**src/logic/rs5_pkg.sv**
```systemverilog
package rs5_pkg;

    //////////////////////////////
    // Geometry
    //////////////////////////////

    localparam int XLEN     = 32;
    // x0 included, though never stored
    localparam int NUM_REGS = 32;

    typedef logic [XLEN-1:0] xlen_t;
    typedef logic [4:0]      reg_addr_t;
    // Jump tag, bumped on each redirect
    typedef logic [2:0]      tag_t;

    localparam xlen_t      RESET_PC  = '0;
    localparam xlen_t      PC_STEP   = 32'd4;
    // Word stores only
    localparam logic [3:0] STRB_WORD = 4'b1111;

    //////////////////////////////
    // Major opcodes
    //////////////////////////////

    localparam logic [6:0] OPC_OP     = 7'b0110011;
    localparam logic [6:0] OPC_OP_IMM = 7'b0010011;
    localparam logic [6:0] OPC_LUI    = 7'b0110111;
    localparam logic [6:0] OPC_LOAD   = 7'b0000011;
    localparam logic [6:0] OPC_STORE  = 7'b0100011;
    localparam logic [6:0] OPC_BRANCH = 7'b1100011;
    localparam logic [6:0] OPC_JAL    = 7'b1101111;

    // Operation carried into execute
    typedef enum logic [3:0] {
        OP_NOP, OP_ADD, OP_SUB, OP_AND, OP_OR, OP_XOR, OP_SLT,
        OP_LUI, OP_LW, OP_SW, OP_BEQ, OP_BNE, OP_JAL
    } inst_op_e;

    //////////////////////////////
    // Stage bundles
    //////////////////////////////

    // Decode to execute
    typedef struct packed {
        inst_op_e  op;
        xlen_t     pc;
        reg_addr_t rd;
        xlen_t     first_operand;
        // rs2 value or immediate
        xlen_t     second_operand;
        // Store data or branch/jump offset
        xlen_t     third_operand;
        tag_t      tag;
    } exec_bundle_t;

    // Execute to register bank
    typedef struct packed {
        logic      write_enable;
        logic      is_load;
        reg_addr_t rd;
        xlen_t     result;
    } retire_bundle_t;

    // Data memory request
    typedef struct packed {
        logic       enable;
        logic [3:0] write_strobe;
        xlen_t      address;
        xlen_t      write_data;
    } mem_req_t;

endpackage

```
**src/logic/fetch.sv**
```systemverilog
`timescale 1ns/10ps

module fetch (
    input  logic           clk,
    input  logic           arst_n_i,
    input  logic           enable_i,
    input  logic           jump_i,
    input  rs5_pkg::xlen_t jump_target_i,
    output rs5_pkg::xlen_t instruction_address_o,
    output rs5_pkg::xlen_t pc_o,
    output rs5_pkg::tag_t  tag_o
);

    // Address side, what memory sees now
    rs5_pkg::xlen_t addr_q;
    rs5_pkg::tag_t  addr_tag_q;
    // Decode side, one cycle behind
    rs5_pkg::xlen_t pc_q;
    rs5_pkg::tag_t  tag_q;

    // Redirect wins over a freeze
    always_ff @(posedge clk or negedge arst_n_i) begin
        if (!arst_n_i) begin
            addr_q     <= rs5_pkg::RESET_PC;
            addr_tag_q <= '0;
        end else if (jump_i) begin
            addr_q     <= jump_target_i;
            // New path, new tag
            addr_tag_q <= rs5_pkg::tag_t'(addr_tag_q + 1'b1);
        end else if (enable_i) begin
            addr_q <= addr_q + rs5_pkg::PC_STEP;
        end
    end

    // Follows the address by one cycle, with the memory latency
    // Reset tag differs from execute so the word seen right after reset dies
    always_ff @(posedge clk or negedge arst_n_i) begin
        if (!arst_n_i) begin
            pc_q  <= rs5_pkg::RESET_PC;
            tag_q <= '1;
        end else if (jump_i || enable_i) begin
            pc_q  <= addr_q;
            tag_q <= addr_tag_q;
        end
    end

    assign instruction_address_o = addr_q;
    assign pc_o                  = pc_q;
    assign tag_o                 = tag_q;

    // Branch and jump targets from execute keep fetch word aligned
    a_pc_aligned: assert property (@(posedge clk) disable iff (!arst_n_i)
        instruction_address_o[1:0] == 2'b00);

endmodule

```
**src/logic/decode.sv**
```systemverilog
`timescale 1ns/10ps

module decode (
    input  logic                  clk,
    input  logic                  arst_n_i,
    input  logic                  stall_i,
    input  rs5_pkg::xlen_t        instruction_i,
    input  rs5_pkg::xlen_t        pc_i,
    input  rs5_pkg::tag_t         tag_i,
    input  rs5_pkg::xlen_t        rs1_data_i,
    input  rs5_pkg::xlen_t        rs2_data_i,
    output rs5_pkg::reg_addr_t    rs1_o,
    output rs5_pkg::reg_addr_t    rs2_o,
    output rs5_pkg::exec_bundle_t exec_o,
    output logic                  hazard_o
);

    rs5_pkg::xlen_t        instr;
    rs5_pkg::xlen_t        inst_hold_q;
    logic                  hold_valid_q;
    logic                  advance;
    logic [6:0]            opcode;
    logic [2:0]            funct3;
    logic [6:0]            funct7;
    rs5_pkg::inst_op_e     op;
    rs5_pkg::xlen_t        imm_i, imm_s, imm_b, imm_u, imm_j;
    rs5_pkg::exec_bundle_t next_bundle;
    rs5_pkg::exec_bundle_t exec_q;

    //////////////////////////////
    // Instruction hold
    //////////////////////////////

    // Memory moves on while we are frozen, so keep the first word seen
    assign advance = !(stall_i || hazard_o);
    assign instr   = hold_valid_q ? inst_hold_q : instruction_i;

    always_ff @(posedge clk or negedge arst_n_i) begin
        if (!arst_n_i) begin
            hold_valid_q <= 1'b0;
        end else begin
            hold_valid_q <= !advance;
        end
    end

    always_ff @(posedge clk) begin
        if (!advance && !hold_valid_q) begin
            inst_hold_q <= instruction_i;
        end
    end

    //////////////////////////////
    // Fields and immediates
    //////////////////////////////

    assign opcode = instr[6:0];
    assign funct3 = instr[14:12];
    assign funct7 = instr[31:25];
    assign rs1_o  = instr[19:15];
    assign rs2_o  = instr[24:20];

    assign imm_i = {{20{instr[31]}}, instr[31:20]};
    assign imm_s = {{20{instr[31]}}, instr[31:25], instr[11:7]};
    assign imm_b = {{19{instr[31]}}, instr[31], instr[7], instr[30:25], instr[11:8], 1'b0};
    assign imm_u = {instr[31:12], 12'b0};
    assign imm_j = {{11{instr[31]}}, instr[31], instr[19:12], instr[20], instr[30:21], 1'b0};

    // Anything outside the subset falls to NOP
    always_comb begin
        op = rs5_pkg::OP_NOP;
        case (opcode)
            rs5_pkg::OPC_OP: begin
                if (funct7 == 7'b0000000) begin
                    case (funct3)
                        3'b000:  op = rs5_pkg::OP_ADD;
                        3'b010:  op = rs5_pkg::OP_SLT;
                        3'b100:  op = rs5_pkg::OP_XOR;
                        3'b110:  op = rs5_pkg::OP_OR;
                        3'b111:  op = rs5_pkg::OP_AND;
                        default: op = rs5_pkg::OP_NOP;
                    endcase
                end else if (funct7 == 7'b0100000 && funct3 == 3'b000) begin
                    op = rs5_pkg::OP_SUB;
                end
            end
            // ADDI shares the adder
            rs5_pkg::OPC_OP_IMM: if (funct3 == 3'b000) op = rs5_pkg::OP_ADD;
            rs5_pkg::OPC_LUI:    op = rs5_pkg::OP_LUI;
            rs5_pkg::OPC_LOAD:   if (funct3 == 3'b010) op = rs5_pkg::OP_LW;
            rs5_pkg::OPC_STORE:  if (funct3 == 3'b010) op = rs5_pkg::OP_SW;
            rs5_pkg::OPC_BRANCH: begin
                if (funct3 == 3'b000) op = rs5_pkg::OP_BEQ;
                if (funct3 == 3'b001) op = rs5_pkg::OP_BNE;
            end
            rs5_pkg::OPC_JAL:    op = rs5_pkg::OP_JAL;
            default:             op = rs5_pkg::OP_NOP;
        endcase
    end

    //////////////////////////////
    // Bundle
    //////////////////////////////

    always_comb begin
        next_bundle.op             = hazard_o ? rs5_pkg::OP_NOP : op;
        next_bundle.pc             = pc_i;
        next_bundle.rd             = instr[11:7];
        next_bundle.first_operand  = rs1_data_i;
        next_bundle.tag            = tag_i;
        // Second operand
        case (opcode)
            rs5_pkg::OPC_OP_IMM, rs5_pkg::OPC_LOAD: next_bundle.second_operand = imm_i;
            rs5_pkg::OPC_STORE:                     next_bundle.second_operand = imm_s;
            rs5_pkg::OPC_LUI:                       next_bundle.second_operand = imm_u;
            default:                                next_bundle.second_operand = rs2_data_i;
        endcase
        // Third operand, offsets for control flow
        case (opcode)
            rs5_pkg::OPC_BRANCH: next_bundle.third_operand = imm_b;
            rs5_pkg::OPC_JAL:    next_bundle.third_operand = imm_j;
            default:             next_bundle.third_operand = rs2_data_i;
        endcase
    end

    // Load in execute feeding this instruction, bubble once
    assign hazard_o = exec_q.op == rs5_pkg::OP_LW && exec_q.rd != '0
                      && (exec_q.rd == rs1_o || exec_q.rd == rs2_o);

    always_ff @(posedge clk or negedge arst_n_i) begin
        if (!arst_n_i) begin
            exec_q    <= '0;
            exec_q.op <= rs5_pkg::OP_NOP;
        end else if (!stall_i) begin
            exec_q <= next_bundle;
        end
    end

    assign exec_o = exec_q;

    // Bubble clears the load, so no back to back hazard
    a_hazard_once: assert property (@(posedge clk) disable iff (!arst_n_i)
        hazard_o && !stall_i |=> !hazard_o);

endmodule

```
**src/logic/regbank.sv**
```systemverilog
`timescale 1ns/10ps

module regbank (
    input  logic                    clk,
    input  logic                    arst_n_i,
    input  rs5_pkg::reg_addr_t      rs1_i,
    input  rs5_pkg::reg_addr_t      rs2_i,
    input  rs5_pkg::retire_bundle_t retire_i,
    input  rs5_pkg::xlen_t          mem_data_i,
    output rs5_pkg::xlen_t          rs1_data_o,
    output rs5_pkg::xlen_t          rs2_data_o
);

    // x1..x31, x0 is hardwired
    rs5_pkg::xlen_t     regs_q [1:rs5_pkg::NUM_REGS-1];
    rs5_pkg::xlen_t     wb_data;
    logic               wb_en;
    rs5_pkg::reg_addr_t rd_addr [2];
    rs5_pkg::xlen_t     rd_data [2];

    //////////////////////////////
    // Writeback
    //////////////////////////////

    // Load data lands the cycle after the request
    assign wb_data = retire_i.is_load ? mem_data_i : retire_i.result;
    // Drop writes to x0
    assign wb_en   = retire_i.write_enable && retire_i.rd != '0;

    always_ff @(posedge clk) begin
        if (wb_en) begin
            regs_q[retire_i.rd] <= wb_data;
        end
    end

    //////////////////////////////
    // Read ports
    //////////////////////////////

    assign rd_addr[0] = rs1_i;
    assign rd_addr[1] = rs2_i;

    // Write-through, same cycle value wins over the array
    always_comb begin
        for (int p = 0; p < 2; p++) begin
            if (rd_addr[p] == '0) begin
                rd_data[p] = '0;
            end else if (wb_en && rd_addr[p] == retire_i.rd) begin
                rd_data[p] = wb_data;
            end else begin
                rd_data[p] = regs_q[rd_addr[p]];
            end
        end
    end

    assign rs1_data_o = rd_data[0];
    assign rs2_data_o = rd_data[1];

    // x0 stays zero even while retire targets it
    a_x0_zero: assert property (@(posedge clk) disable iff (!arst_n_i)
        (rs1_i == '0 |-> rs1_data_o == '0) and (rs2_i == '0 |-> rs2_data_o == '0));

endmodule

```
**src/logic/execute.sv**
```systemverilog
`timescale 1ns/10ps

module execute (
    input  logic                    clk,
    input  logic                    arst_n_i,
    input  logic                    stall_i,
    input  rs5_pkg::exec_bundle_t   exec_i,
    output logic                    jump_o,
    output rs5_pkg::xlen_t          jump_target_o,
    output rs5_pkg::mem_req_t       mem_req_o,
    output rs5_pkg::retire_bundle_t retire_o
);

    rs5_pkg::tag_t           tag_q;
    logic                    killed;
    logic                    taken;
    logic                    is_mem;
    logic                    writes_rd;
    rs5_pkg::xlen_t          sum;
    rs5_pkg::xlen_t          result;
    rs5_pkg::retire_bundle_t retire_d;
    rs5_pkg::retire_bundle_t retire_q;

    //////////////////////////////
    // Tag check
    //////////////////////////////

    // Stale tag means fetched before our last redirect
    assign killed = exec_i.tag != tag_q;

    always_ff @(posedge clk or negedge arst_n_i) begin
        if (!arst_n_i) begin
            tag_q <= '0;
        end else if (jump_o) begin
            tag_q <= rs5_pkg::tag_t'(tag_q + 1'b1);
        end
    end

    //////////////////////////////
    // ALU
    //////////////////////////////

    // Also the load/store address
    assign sum = exec_i.first_operand + exec_i.second_operand;

    always_comb begin
        case (exec_i.op)
            rs5_pkg::OP_ADD: result = sum;
            rs5_pkg::OP_SUB: result = exec_i.first_operand - exec_i.second_operand;
            rs5_pkg::OP_AND: result = exec_i.first_operand & exec_i.second_operand;
            rs5_pkg::OP_OR:  result = exec_i.first_operand | exec_i.second_operand;
            rs5_pkg::OP_XOR: result = exec_i.first_operand ^ exec_i.second_operand;
            rs5_pkg::OP_SLT: begin
                result = rs5_pkg::xlen_t'($signed(exec_i.first_operand)
                                          < $signed(exec_i.second_operand));
            end
            rs5_pkg::OP_LUI: result = exec_i.second_operand;
            // Link address
            rs5_pkg::OP_JAL: result = exec_i.pc + rs5_pkg::PC_STEP;
            default:         result = sum;
        endcase
    end

    //////////////////////////////
    // Branch resolution
    //////////////////////////////

    always_comb begin
        case (exec_i.op)
            rs5_pkg::OP_BEQ: taken = exec_i.first_operand == exec_i.second_operand;
            rs5_pkg::OP_BNE: taken = exec_i.first_operand != exec_i.second_operand;
            rs5_pkg::OP_JAL: taken = 1'b1;
            default:         taken = 1'b0;
        endcase
    end

    // Held back during stall, fetch and tag move once per instruction
    assign jump_o        = taken && !killed && !stall_i;
    assign jump_target_o = exec_i.pc + exec_i.third_operand;

    //////////////////////////////
    // Memory request
    //////////////////////////////

    assign is_mem = exec_i.op == rs5_pkg::OP_LW || exec_i.op == rs5_pkg::OP_SW;

    // Stays up while stalled, memory keeps it pending
    assign mem_req_o.enable       = is_mem && !killed;
    assign mem_req_o.write_strobe = (exec_i.op == rs5_pkg::OP_SW && !killed)
                                    ? rs5_pkg::STRB_WORD : 4'b0000;
    assign mem_req_o.address      = sum;
    assign mem_req_o.write_data   = exec_i.third_operand;

    //////////////////////////////
    // Retire
    //////////////////////////////

    assign writes_rd = exec_i.op inside {rs5_pkg::OP_ADD, rs5_pkg::OP_SUB, rs5_pkg::OP_AND,
                                         rs5_pkg::OP_OR, rs5_pkg::OP_XOR, rs5_pkg::OP_SLT,
                                         rs5_pkg::OP_LUI, rs5_pkg::OP_LW, rs5_pkg::OP_JAL};

    always_comb begin
        retire_d.write_enable = writes_rd && !killed;
        retire_d.is_load      = exec_i.op == rs5_pkg::OP_LW;
        retire_d.rd           = exec_i.rd;
        retire_d.result       = result;
    end

    // Write fires once; load data may change under a long stall
    always_ff @(posedge clk or negedge arst_n_i) begin
        if (!arst_n_i) begin
            retire_q <= '0;
        end else if (stall_i) begin
            retire_q.write_enable <= 1'b0;
        end else begin
            retire_q <= retire_d;
        end
    end

    assign retire_o = retire_q;

    // Word behind a redirect was fetched on the old path
    a_wrong_path_quiet: assert property (@(posedge clk) disable iff (!arst_n_i)
        jump_o |=> !jump_o && !mem_req_o.enable);

endmodule

```
**src/logic/rs5_core.sv**
```systemverilog
`timescale 1ns/10ps

module rs5_core (
    input  logic              clk,
    input  logic              arst_n_i,
    input  logic              stall_i,
    input  rs5_pkg::xlen_t    instruction_i,
    input  rs5_pkg::xlen_t    mem_data_i,
    output rs5_pkg::xlen_t    instruction_address_o,
    output rs5_pkg::mem_req_t mem_req_o
);

    //////////////////////////////
    // Stage links
    //////////////////////////////

    logic                    enable_fetch;
    logic                    hazard;
    logic                    jump;
    rs5_pkg::xlen_t          jump_target;
    rs5_pkg::xlen_t          pc_decode;
    rs5_pkg::tag_t           tag_decode;
    rs5_pkg::reg_addr_t      rs1, rs2;
    rs5_pkg::xlen_t          rs1_data, rs2_data;
    rs5_pkg::exec_bundle_t   exec_bundle;
    rs5_pkg::retire_bundle_t retire_bundle;

    // Fetch halts on a memory stall or a load-use bubble
    assign enable_fetch = ~(stall_i | hazard);

    fetch fetch_i (
        .clk                   (clk),
        .arst_n_i              (arst_n_i),
        .enable_i              (enable_fetch),
        .jump_i                (jump),
        .jump_target_i         (jump_target),
        .instruction_address_o (instruction_address_o),
        .pc_o                  (pc_decode),
        .tag_o                 (tag_decode)
    );

    decode decode_i (
        .clk           (clk),
        .arst_n_i      (arst_n_i),
        .stall_i       (stall_i),
        .instruction_i (instruction_i),
        .pc_i          (pc_decode),
        .tag_i         (tag_decode),
        .rs1_data_i    (rs1_data),
        .rs2_data_i    (rs2_data),
        .rs1_o         (rs1),
        .rs2_o         (rs2),
        .exec_o        (exec_bundle),
        .hazard_o      (hazard)
    );

    // Writeback happens inside the bank
    regbank regbank_i (
        .clk        (clk),
        .arst_n_i   (arst_n_i),
        .rs1_i      (rs1),
        .rs2_i      (rs2),
        .retire_i   (retire_bundle),
        .mem_data_i (mem_data_i),
        .rs1_data_o (rs1_data),
        .rs2_data_o (rs2_data)
    );

    execute execute_i (
        .clk           (clk),
        .arst_n_i      (arst_n_i),
        .stall_i       (stall_i),
        .exec_i        (exec_bundle),
        .jump_o        (jump),
        .jump_target_o (jump_target),
        .mem_req_o     (mem_req_o),
        .retire_o      (retire_bundle)
    );

endmodule

```
**config.mk**
```make
export PLATFORM = sky130hd
export DESIGN_NAME = rs5_core
export DESIGN_NICKNAME = d
export VERILOG_FILES = /design/src/logic/rs5_pkg.sv /design/src/logic/fetch.sv /design/src/logic/decode.sv /design/src/logic/regbank.sv /design/src/logic/execute.sv /design/src/logic/rs5_core.sv
export SDC_FILE = /design/constraint.sdc
export NUM_CORES = 2
export LEC_CHECK = 0
export ABC_AREA = 1
export BUFFER_PORTS_ARGS = -buffer_cell sky130_fd_sc_hd__clkbuf_2
export CAP_MARGIN = 20
export CORE_MARGIN = 5
export CORE_UTILIZATION = 45
export DETAILED_ROUTE_END_ITERATION = 10
export PLACE_DENSITY = 0.59
export SYNTH_ARGS = -nofsm -noshare
export SYNTH_HDL_FRONTEND = slang
export SYNTH_HIERARCHICAL = 1
export SYNTH_SLANG_ARGS = --single-unit
```
**constraint.sdc**
```tcl
create_clock -name clk -period 3.6 [get_ports clk]
set_clock_uncertainty 0.05 [all_clocks]
set_input_delay 0.36 -clock clk [delete_from_list [all_inputs] [get_ports clk]]
set_output_delay 0.36 -clock clk [all_outputs]
set_load 0.05 [all_outputs]
```
==> metrics <==
Yosys reg bits=1,277; CTS buffer count=150; Initial Util=45.27%; crit path max fanout=7; via count=72,411; leading area contributor after synthesis=edfxtp_1; DR vias/cell=5.628; CTS tree=done; CP endpoint kind=output pin; mapped cell area=77,740 um2; main area contributors after synthesis=edfxtp_1, nand2_1, nand3_1; Distinct cells, synth=66; CP delay by family, top=simple AND/OR/NAND/NOR gates; WL final=317.2 mm; Net Switching=17.68 mW; Die Width=425.6 um; # nets final=10,634; Net Count, Synth=10,483; VDD IR max=534.0 uV; GPL Wtd Cong=0.9971; slowest library cell on the worst path=dfrtp_2; clk sink count=1,277; num rows=152; CP required=3.19 ns; placed inst area=82,330 um2; CP arrival=3.11 ns; Detailed Routing Iterations Pass 1=9; vias in the first global route=68,562; post-detailed-route wirelength per cell=24.65 um; Antenna Violating Nets Remaining=0; minimum clock period=3.525 ns; RSZ-0062 raised after global routing=true; outcome=finished, final reports clean; root buf cell=clkbuf_16; asr flop ratio synth=19.81%; clk_lat worst skew=0.81 ns; Switching Share=36.65%; overall power=48.24 mW; sequential share of the synthesized area=47.70%; Int Pwr=30.56 mW; synth warn=6; max incr delay on CP=0.42 ns; Pins Over Slew Limit=0; Final Setup Violations=0; Max clock buf depth=3; Leak=40.86 nW; Max-Cap Viols=0; Global Route Usage Sum=33.81%; layout cell share with drive strength beyond 1=10.28%; pwr/cell area=546.8 nW/um2; pin count of the biggest net entering global routing=126; Worst-Margin Slew=1.267 ns; Comb pwr share=29.4%; Tightest Hold Check Type=in -> async; die area=181,200 um2; Worst-path clk slew=0.06 ns; Finished Cell Area=88,220 um2; ys flop type=edfxtp_1; Tcrit/Tclk final=97.91%; H-tree depth=4; CP dominant cell by count=nand2_1; antenna violations before repair=6; Slew HR=14.95%; num ports=168; endpoints failing hold=0; Congestion Overflow GR=0; Core ar.=171,700 um2; Die Y=425.6 um; Post-synth EDFFs=1,024; drt drc=0; Flop pwr share=38.7%; number of DRC markers after the initial detailed-route iteration=8,844; critical path cell sequence=inv_1, ha_1, buf_4, nand2_2, nor2_2, nand2_1, nand2_1, nand2_1, nand2_2, nand2_1, nand2_1, nand2_1, nand2_1, clkbuf_8; Max Freq=283.7 MHz; top cell type's share of synthesized area=39.55%; Syn Inst Count=10,282; Clock power frac=31.9%; Synth Area per Inst=7.561 um2; Area growth, synth to finish=13.48%; Buf+Inv Stages, Crit Path=3; nature of the critical path startpoint=register; Setup Crit Path Kind=reg -> out; detailed placement HPWL=213.7 mm; count of input and output buffers=167; first-pass GRT wire length=453.3 mm
==> through the flow <==
| stage | std cells | hold slack [ns] | worst slack [ns] | TNS, ns | util [%] |
|---|---|---|---|---|---|
| 2_1_floorplan | 10282 | 0.01441 | 0.1544 | 0 | - |
| 3_3_place_gp | 12542 | 0.4068 | 0.1786 | 0 | 47.94 |
| 3_5_place_dp | 12542 | 0.4115 | 0.1567 | 0 | 47.94 |
| 4_1_cts | 12851 | 0.1791 | -0.07160 | -0.07160 | 51.11 |
| 5_1_grt | 12863 | 0.2019 | -0.05779 | -0.1919 | 51.36 |
| 6_report | 12867 | 0.1224 | 0.07532 | 0 | 51.37 |
==> metal layers <==
metal | global-route usage [%] | part of all wire [%] | vias to the layer above
met4 | 20.50 | 7.2 | 2
met2 | 54.75 | 46 | 3968
met5 | 0 | 0.0041 | -
met1 | 41.63 | 38 | 34299
li1 | - | - | 33208
met3 | 6.984 | 9.5 | 934
==> power by group through the flow <==
stage | combinational [mW] | clock, mW | sequential (mW)
after detailed placement | 13.4 | 0 | 18.9
after CTS | 13.6 | 15.6 | 18.7
after floorplan | 7.97 | 0 | 18.7
after global placement | 13.3 | 0 | 18.9
final | 14.2 | 15.4 | 18.7
after global routing | 15.1 | 16.2 | 18.7
==> cells by family after synthesis <==
family,synth area share [%]
flops,47.70
buf+inv,10.81
xor+xnor,0.6711
fa+ha+maj,2.186
compound gates,6.943
simple gates,31.64
mux,0.05150
==> cell usage in the layout, fill, tap and decap left out, types with 145 or more instances in the layout <==
cell	instances
a21oi_1	338
buf_4	298
clkbuf_16	156
clkbuf_2	145
dfrtp_1	235
edfxtp_1	1024
inv_1	1292
nand2_1	3674
nand3_1	1281
nor2_1	681
o21ai_0	286
==> flip-flops by register name, summed over array words and instances (netlist names) <==
name / cells
fetch_i/addr_tag_q: 3
fetch_i/tag_o: 3
regbank_i/regs_q: 992
decode_i/inst_hold_q: 32
decode_i/hold_valid_q: 1
fetch_i/instruction_address_o: 32
fetch_i/pc_o: 32
execute_i/retire_o: 39
decode_i/exec_o: 140
execute_i/tag_q: 3
==> final timing paths <==
check,start,to,slack [ns],cells past startpoint
max reg2reg,decode_i/hold_valid_q,decode_i/exec_o[78],0.10,17
max,decode_i/exec_o[41],mem_req_o[59],0.08,14
min in group clk,mem_data_i[23],decode_i/exec_o[90],0.24,10
min reg2reg,fetch_i/pc_o[11],decode_i/exec_o[115],0.42,2
max in group asynchronous,arst_n_i,fetch_i/tag_o[0],2.31,3
min,arst_n_i,decode_i/exec_o[63],0.12,2
==> what timing repair did <==
item / in CTS / in global routing
hold endpoints to repair: 166 / 0
cloned: 0 / 3
hold buffers: 34 / 0
setup endpoints to repair: 23 / 44
setup buffers: 3 / 9
resized for setup: 68 / 101
pin swaps: 0 / 12
==> cell usage after synthesis, drive strengths merged, types with 12 or more instances <==
master	count
o22ai	23
nor2	770
dfrtp	250
o211ai	85
nand3	1294
o21ai	388
ha	131
nand4	33
edfxtp	1024
nor3	47
a21oi	373
a22oi	12
inv	1338
xnor2	20
buf	466
or2	23
clkbuf	123
o21bai	12
nand2	3733
a31oi	20
xor2	37
==> layout make-up <==
type                       instances  area (um2)
tap                             2310        2890
multi-input combinational       7075       32960
antenna                            4       10.01
fill                           16466       83510
clock buffer                     203        4109
timing repair buffer             586        5281
clock inverter                    69       772.0
sequential                      1277       37100
inverter                        1343        5091
(Power assumes the default switching activity.)
